[src/design/arbiter_params.svh]
`ifndef ARBITER_PARAMS_SVH
`define ARBITER_PARAMS_SVH

// Router ports in rotation order L, N, E, W, S
`define ARB_PORTS 5

// Packet length and hold budget width in bits
`define ARB_LEN_W 12

// Flit id width and the width of a port number
`define ARB_FLIT_ID_W 3
`define ARB_IDX_W 3

// Grant state is one-hot with one extra bit for IDLE
`define ARB_STATE_W (`ARB_PORTS + 1)

// Flit id code that marks a header flit
`define ARB_HEAD_ID 1

`endif
[src/design/arbCtrlPkg.sv]
`include "arbiter_params.svh"

package arbCtrlPkg;

  // One bit per port with bit 0 for Local
  typedef logic [`ARB_PORTS-1:0] portMask_t;

  // Bit 0 is IDLE and bits 1 to 5 follow the port order
  typedef enum logic [`ARB_STATE_W-1:0] {
    IDLE  = 6'b000001,
    OWN_L = 6'b000010,
    OWN_N = 6'b000100,
    OWN_E = 6'b001000,
    OWN_W = 6'b010000,
    OWN_S = 6'b100000
  } arbState_t;

endpackage

[src/design/nocFlitPkg.sv]
`include "arbiter_params.svh"

package nocFlitPkg;

  // Flit id as presented on each input port
  typedef logic [`ARB_FLIT_ID_W-1:0] flitId_t;

  // Length from a header flit, reused as a hold budget in cycles
  typedef logic [`ARB_LEN_W-1:0] pktLen_t;

  // Port number from 0 to 4 in the order L, N, E, W, S
  typedef logic [`ARB_IDX_W-1:0] portIdx_t;

endpackage

[src/design/arbLinks.sv]
`include "arbiter_params.svh"

interface arbLinks;
  import nocFlitPkg::*;
  import arbCtrlPkg::*;

  // Request levels as seen by the FSM
  portMask_t req;

  // Hold budget per port, latched from the last header flit
  pktLen_t [`ARB_PORTS-1:0] budget;

  // Cycles the owner has spent holding the output
  pktLen_t [`ARB_PORTS-1:0] elapsed;

  // Counter enable, high only for an owner that keeps the grant
  portMask_t run;

  modport tracker (
    output req,
    output budget
  );

  modport timers (
    input  run,
    output elapsed
  );

  modport fsm (
    input  req,
    input  budget,
    input  elapsed,
    output run
  );

endinterface

[src/design/switchArbiter.sv]
`include "arbiter_params.svh"

module switchArbiter (
  input  logic                                 clk,
  input  logic                                 rst,
  input  nocFlitPkg::flitId_t [`ARB_PORTS-1:0] flitIds,
  input  nocFlitPkg::pktLen_t [`ARB_PORTS-1:0] lengths,
  input  arbCtrlPkg::portMask_t                reqs,
  output arbCtrlPkg::portMask_t                grant
);

  arbLinks links ();

  // Budgets and request levels
  headerTracker u_headerTracker (
    .clk     (clk),
    .rst     (rst),
    .flitIds (flitIds),
    .lengths (lengths),
    .reqs    (reqs),
    .links   (links)
  );

  // Elapsed hold time per port
  holdTimerBank u_holdTimerBank (
    .clk   (clk),
    .rst   (rst),
    .links (links)
  );

  // Ownership and rotation
  grantFsm u_grantFsm (
    .clk   (clk),
    .rst   (rst),
    .links (links),
    .grant (grant)
  );

endmodule

[src/design/grantFsm.sv]
`include "arbiter_params.svh"

module grantFsm (
  input  logic                  clk,
  input  logic                  rst,
  arbLinks.fsm                  links,
  output arbCtrlPkg::portMask_t grant
);
  import nocFlitPkg::*;
  import arbCtrlPkg::*;

  arbState_t state;
  arbState_t nextState;
  arbState_t candState;
  portMask_t expired;
  portIdx_t  ownerIdx;
  portIdx_t  searchStart;
  logic      owning;
  logic      keep;
  logic      anyReq;

  // Maps a port number to the state in which that port owns the output
  function automatic arbState_t ownState(input portIdx_t idx);
    arbState_t s;
    case (idx)
      portIdx_t'(0):
        s = OWN_L;
      portIdx_t'(1):
        s = OWN_N;
      portIdx_t'(2):
        s = OWN_E;
      portIdx_t'(3):
        s = OWN_W;
      portIdx_t'(4):
        s = OWN_S;
      default:
        s = IDLE;
    endcase
    return s;
  endfunction

  // A port has used up its hold time once elapsed reaches its budget
  always_comb
  begin
    for (int p = 0; p < `ARB_PORTS; p++)
    begin
      expired[p] = (links.elapsed[p] == links.budget[p]);
    end
  end

  // Decode the current owner; IDLE and any broken encoding own nothing
  always_comb
  begin
    owning   = 1'b1;
    ownerIdx = '0;
    case (state)
      OWN_L:
        ownerIdx = portIdx_t'(0);
      OWN_N:
        ownerIdx = portIdx_t'(1);
      OWN_E:
        ownerIdx = portIdx_t'(2);
      OWN_W:
        ownerIdx = portIdx_t'(3);
      OWN_S:
        ownerIdx = portIdx_t'(4);
      default:
        owning = 1'b0;
    endcase
  end

  // The owner keeps the output while it still requests and has time left
  assign keep = owning && links.req[ownerIdx] && !expired[ownerIdx];

  always_comb
  begin
    for (int p = 0; p < `ARB_PORTS; p++)
    begin
      links.run[p] = keep && (ownerIdx == portIdx_t'(p));
    end
  end

  // Search starts after the owner and wraps from South back to Local
  always_comb
  begin
    if (!owning)
    begin
      searchStart = '0;
    end
    else if (ownerIdx == portIdx_t'(`ARB_PORTS - 1))
    begin
      searchStart = '0;
    end
    else
    begin
      searchStart = ownerIdx + portIdx_t'(1);
    end
  end

  // First requesting port in circular order from searchStart.
  // Every port, West included, is tested on its own request
  always_comb
  begin
    int idx;
    idx       = 0;
    anyReq    = 1'b0;
    candState = IDLE;
    for (int k = 0; k < `ARB_PORTS; k++)
    begin
      idx = (int'(searchStart) + k) % `ARB_PORTS;
      if (!anyReq && links.req[idx])
      begin
        candState = ownState(portIdx_t'(idx));
        anyReq    = 1'b1;
      end
    end
  end

  always_comb
  begin
    if (keep)
    begin
      nextState = state;
    end
    else if (anyReq)
    begin
      nextState = candState;
    end
    else
    begin
      nextState = IDLE;
    end
  end

  always_ff @(posedge clk)
  begin
    if (rst)
    begin
      state <= IDLE;
    end
    else
    begin
      state <= nextState;
    end
  end

  // Grant is the owner part of the one-hot state
  assign grant = state[`ARB_PORTS:1];

endmodule

[src/design/holdTimerBank.sv]
`include "arbiter_params.svh"

module holdTimerBank (
  input  logic   clk,
  input  logic   rst,
  arbLinks.timers links
);
  import nocFlitPkg::*;

  pktLen_t [`ARB_PORTS-1:0] count;

  // A counter only runs while its port keeps the grant,
  // so a port always enters ownership with a count of zero
  always_ff @(posedge clk)
  begin
    if (rst)
    begin
      count <= '0;
    end
    else
    begin
      for (int p = 0; p < `ARB_PORTS; p++)
      begin
        if (links.run[p])
        begin
          count[p] <= count[p] + pktLen_t'(1);
        end
        else
        begin
          count[p] <= '0;
        end
      end
    end
  end

  assign links.elapsed = count;

endmodule

[src/design/headerTracker.sv]
`include "arbiter_params.svh"

module headerTracker (
  input  logic                                 clk,
  input  logic                                 rst,
  input  nocFlitPkg::flitId_t [`ARB_PORTS-1:0] flitIds,
  input  nocFlitPkg::pktLen_t [`ARB_PORTS-1:0] lengths,
  input  arbCtrlPkg::portMask_t                reqs,
  arbLinks.tracker                             links
);
  import nocFlitPkg::*;

  pktLen_t [`ARB_PORTS-1:0] budgetQ;
  logic    [`ARB_PORTS-1:0] isHead;

  // A header flit starts a new packet on its port
  always_comb
  begin
    for (int p = 0; p < `ARB_PORTS; p++)
    begin
      isHead[p] = (flitIds[p] == flitId_t'(`ARB_HEAD_ID));
    end
  end

  // Each budget keeps the length of the last header seen on its port
  always_ff @(posedge clk)
  begin
    if (rst)
    begin
      budgetQ <= '0;
    end
    else
    begin
      for (int p = 0; p < `ARB_PORTS; p++)
      begin
        if (isHead[p])
        begin
          budgetQ[p] <= lengths[p];
        end
      end
    end
  end

  assign links.budget = budgetQ;

  // Requests are plain levels and reach the FSM in the same cycle
  assign links.req = reqs;

endmodule

[config.mk]
export PLATFORM = sky130hd
export DESIGN_NAME = switchArbiter
export DESIGN_NICKNAME = d
export VERILOG_FILES = /design/src/design/arbCtrlPkg.sv /design/src/design/nocFlitPkg.sv /design/src/design/arbLinks.sv /design/src/design/switchArbiter.sv /design/src/design/grantFsm.sv /design/src/design/holdTimerBank.sv /design/src/design/headerTracker.sv
export VERILOG_INCLUDE_DIRS = /design/src /design/src/design
export SDC_FILE = /design/constraint.sdc
export NUM_CORES = 1
export LEC_CHECK = 0
export BUFFER_PORTS_ARGS = -buffer_cell sky130_fd_sc_hd__buf_2
export CAP_MARGIN = 20
export CORE_MARGIN = 4
export CORE_UTILIZATION = 54
export DETAILED_ROUTE_END_ITERATION = 10
export MAX_ROUTING_LAYER = met4
export PLACE_DENSITY = 0.78
export SLEW_MARGIN = 20
export SYNTH_ARGS = -nofsm -noshare
export SYNTH_HDL_FRONTEND = slang
export SYNTH_SLANG_ARGS = --single-unit
[constraint.sdc]
create_clock -name clk -period 5.6 [get_ports clk]
set_input_delay 0.84 -clock clk [delete_from_list [all_inputs] [get_ports clk]]
set_output_delay 0.84 -clock clk [all_outputs]
set_load 0.01 [all_outputs]
== Yosys cells after proc, flatten, opt, wreduce, memory -nomap -nowiden ==
Cells that the tools add are included.

* Bits in registers: 126
* Input bits: 82
* Output and inout bits: 5
* Word-level logic and storage cells: 143

* Add/subtract/negate cells: 10
* Div/mod/pow operators: 5
* Magnitude comparators: 6
* Eq/ne operators: 39
* Mux-type cells: 39
* Bitwise logic cells: 5
* Reduce and logical (&&, ||, !) cells: 28

{| class="wikitable"
|+ Operator list
! kind !! count
|-
| $lt A32 B5 Y1 const B || 5
|-
| $pmux W6 S5 || 5
|-
| $mod A32 B4 Y32 const B || 4
|-
| $add A12 B1 Y12 const B || 5
|-
| $eq A12 B12 Y1 || 5
|-
| $eq A3 B2 Y1 const B || 12
|-
| $mux W6 || 6
|-
| $eq A3 B1 Y1 const B || 11
|-
| $mod A4 B4 Y32 const B || 1
|-
| $bmux W1 S3 || 7
|-
| $eq A3 B3 Y1 const B || 6
|-
| $logic_not A3 Y1 || 6
|-
| $mux W1 || 18
|-
| $pmux W3 S4 || 1
|-
| $logic_and A1 B1 Y1 || 11
|-
| $reduce_or A2 Y1 || 5
|-
| $add A3 B2 Y4 const B || 2
|-
| $eq A6 B2 Y1 const B || 1
|-
| $eq A6 B3 Y1 const B || 1
|-
| $eq A6 B4 Y1 const B || 1
|-
| $eq A6 B5 Y1 const B || 1
|-
| $eq A6 B6 Y1 const B || 1
|-
| $mux W3 || 2
|-
| $logic_not A1 Y1 || 5
|-
| 6 further kinds || 10
|}

== Depth between registers and ports, before layout ==
* Depth after elaboration: 23
* Depth in mapped cells: 31
* Mapped depth without buffers: 30

== Cells and area by module ==
Synthesis repeated with hierarchy kept, for this count alone.

* Cell total of the unflattened synthesis: 965
* Area total of the unflattened synthesis: 8554.5 µm²

{| class="wikitable"
|+ By module, submodules not included
! module !! instances !! cells an instance !! area each (µm²)
|-
| grantFsm || 1 || 421 || 3134.3
|-
| headerTracker || 1 || 268 || 2825.2
|-
| holdTimerBank || 1 || 276 || 2595.0
|}

== Least setup slack after synthesis ==
Ideal clock, no wire load.

* Kind: register to register
* Start point: register u_grantFsm.state[1]
* End point: register u_grantFsm.state[1]
* Data arrival time: 6.062 ns
* Required time: 5.521 ns
* Slack: -0.541 ns
* Stages on the path, launching flop included: 32
* Buffers on the path: 1
* Clock period less this slack: 6.141 ns
* Cells stage by stage: dfxtp_1 -> or3_4 -> nor3_4 -> inv_2 -> ha_1 -> nor3b_1 -> nand2_1 -> nand2_1 -> nor2_2 -> inv_2 -> buf_2 -> ha_1 -> inv_1 -> ha_1 -> inv_1 -> ha_1 -> nor2_1 -> nand2_1 -> nand2_1 -> o32ai_2 -> xnor2_1 -> ha_1 -> nor2b_1 -> or2_2 -> o32ai_1 -> a32o_2 -> mux2i_1 -> a22oi_1 -> o221ai_2 -> nor4b_4 -> a211oi_1 -> a211oi_2

* Word-level cells in the longest chain between the ends: 23

{| class="wikitable"
|+ RTL lines
! what !! line !! text
|-
| start, declared || grantFsm.sv:12 || <nowiki>arbState_t state;</nowiki>
|-
| start signal, assigned || grantFsm.sv:143 || <nowiki>state <= nextState;</nowiki>
|-
| parallel branches: the longest is 23 deep, another holds $mod A32 B4 Y32 || n/a ||
|}

Parallel ways; which one is timed is not known. The select of a mux whose other input is x is not followed.
A chain may end at the register's enable or synchronous reset.

== Worst setup path after layout ==
* Start point: register u_grantFsm.state[0]
* End point: register u_grantFsm.state[2]

Same word-level chain as after synthesis.

==> metrics.txt <==
P&R area growth vs syn=23.8%; status=finished clean; peak supply drop=between 0.2 and 0.3 mV; Final Max Slew Viols=0; setup TNS=0 ns; pre-CTS setup slack=-0.0993 ns; PortBufs=86; Iter 0 DRT Violations=577; Clock Latency Late Sink=0.41 ns; Reg clk slew, reported paths=0.05 ns; Final Critical Period=5.57 ns; Core Box Area=13800 um2; Detailed Place HPWL=13600 um; synth unique cells=77; Worst Tran Pin Value=about 1.1 ns; CTS Buf Count=17; Root Driver=clkbuf_16; Setup Skew=0.00609 ns; # diodes=0; clk sinks=between 100 and 150; routed wire length=approximately 19000 um; min setup slack post-route=roughly 0.035 ns; Post-synth EDFFs=0; CP max stage delay=0.41 ns; RSZ-0062 raised after global routing=yes; DR WL/cell=15.8 um; drt drc=0; most frequent cells in the layout=142 x nor2_1, 124 x dfxtp_1, 86 x buf_2; most common cell after layout, fill and taps aside=nor2_1; Hold/Removal Path Class=reg -> reg; Synthesized Nets=990; placed cells=1136; Final Hold Slack=just under 0.5 ns; Yosys reg bits=~130; Crit-path slowest cell=or3_4; Pre-Repair DR Iteration Count=5; synthesized netlist cell count=875; gpl congestion=0.973; # H-tree levels=4; Max-Cap Viols=0; non-filler cells, final=1185; first-pass GRT wire length=approximately 30000 um; R2R Setup Slk=approximately 0.035 ns; Final ANT Viol Nets=0; Final nets=~1100; Die H=127 um; CTS tree=yes; Die Wd=127 um; Final Cycle Share=99.4%; initial antenna violation count=0; Syn. warnings=0; hold-fix buffers at CTS=0; synthesized area per cell=8.70 um2; grt ovf=0; critical path startpoint category=flip-flop; Initial Utilization=about 55%; synthesized area=7610 um2; Crit path top cell by count=ha_4; full die area=16100 um2; share of cells above drive strength 1=25.3%; Total Routing Usage GR=between 20% and 30%; pin count of the biggest net entering global routing=70; P_leak=3.84 nW; row cnt=43; Final Core Density=68.1%; number of setup violations in the final report=0; Top FF cell, synth=dfxtp_1; worst-path fanout max=5; critical setup path kind=reg -> reg; via count=6734; io pins=87; Crit. End Element=flip-flop; vias per inst=5.68; Max Clk Rate=0.180 GHz; sequential fraction of the synthesis area=between 30% and 40%; WP data required=5.93 ns; asr flop ratio synth=0%; CTS max path bufs=2; slew margin rel.=a little over a quarter; Critical Path AT=roughly 5.9 ns; Final Hold Vio Count=0; vias in the first global route=6378; Pwr Density=429 nW/um2
## layout make-up
cell class              instances  area (um2)
multi-input cells             683        5160
fillers                      1031        4400
flip-flops and latches        126        2520
repair buffers                134         798
clock buffers                  24         502
well taps                     180         225
inverters                      32         125
clock inverters                 6        82.6
## stage by stage
| stage | total power (W) | instance area, um2 |
|---|---|---|
| after detailed placement | 0.00264 | 8510 |
| after global placement | 0.00262 | 8510 |
| after floorplan | 0.00228 | 7800 |
| final | 0.00405 | 9420 |
| after global routing | 0.00428 | 9420 |
| after CTS | 0.00376 | 9130 |
## Yosys cell counts, types with 8 or more instances
cell        n  share of area (%)
nor3_1     24                1.6
mux2i_1    68                8.9
a21oi_1    15               0.99
xnor2_1    64                7.4
xor2_1     54                6.2
nor3b_1     9               0.89
nand2_1    35                1.7
a211oi_1    9               0.89
o21ai_0    18                1.2
dfxtp_1   126                 33
inv_1      29                1.4
clkbuf_1   16               0.79
nor4_1     11               0.90
nand3_1    32                2.1
nand4_1    18                1.5
and3_1     30                2.5
nor2_1    144                7.1
ha_1       33                5.4
a31oi_1     8               0.66
## flip-flops by register name (all words and copies together), names as in the netlist
signal,count
u_headerTracker.links.budget,60
u_grantFsm.state,6
u_holdTimerBank.links.elapsed,60
## what timing repair did
action,CTS,global route
endpoints found under the setup margin,5,6
gates cloned,0,1
resized for setup,2,35
pin swaps,2,24
buffers inserted,3,15
## cell families after synthesis
logic type / share of synthesized area (%)
adders and majority gates: 5.43
and+or+nand+nor: 24.0
buffers and inverters: 4.03
xor gates and xnor gates: 13.6
DFF: 33.1
AOI/OAI and AO/OA: 10.6
muxes: 9.24
## path summary, 6_finish.rpt
path	cells past startpoint	endpoint	from
min reg2reg	1	u_holdTimerBank.links.elapsed[48]	u_holdTimerBank.links.elapsed[48]
max	31	u_grantFsm.state[2]	u_grantFsm.state[0]
max reg2reg	31	u_grantFsm.state[2]	u_grantFsm.state[0]
min	1	u_holdTimerBank.links.elapsed[48]	u_holdTimerBank.links.elapsed[48]
## power breakdown
group | total [W] | internal, W | switching (W)
combinational | 0.00202 | 0.000897 | 0.00112
clock | 0.00107 | 0.000706 | 0.000367
sequential | 0.000954 | 0.000928 | 0.0000256
total | 0.00405 | 0.00253 | 0.00152
## per-layer routing
layer,vias up,part of all wire [%],GRT usage [%]
met5,-,0,-
met1,3131,44,29.0
li1,3312,-,-
met3,38,7.2,6.53
met2,253,47,36.3
met4,0,2.1,8.33
## worst max-delay path, delay by kind of cell, from the launching register on
family | cells | cell delay, ns
compound gates | 7 | 1.44
xor+xnor | 1 | 0.20
fa+ha+maj | 5 | 0.94
buf+inv | 5 | 0.45
flops | 1 | 0.32
mux | 1 | 0.27
simple gates | 12 | 1.82
Note: power is estimated with default switching activity, not from simulation.
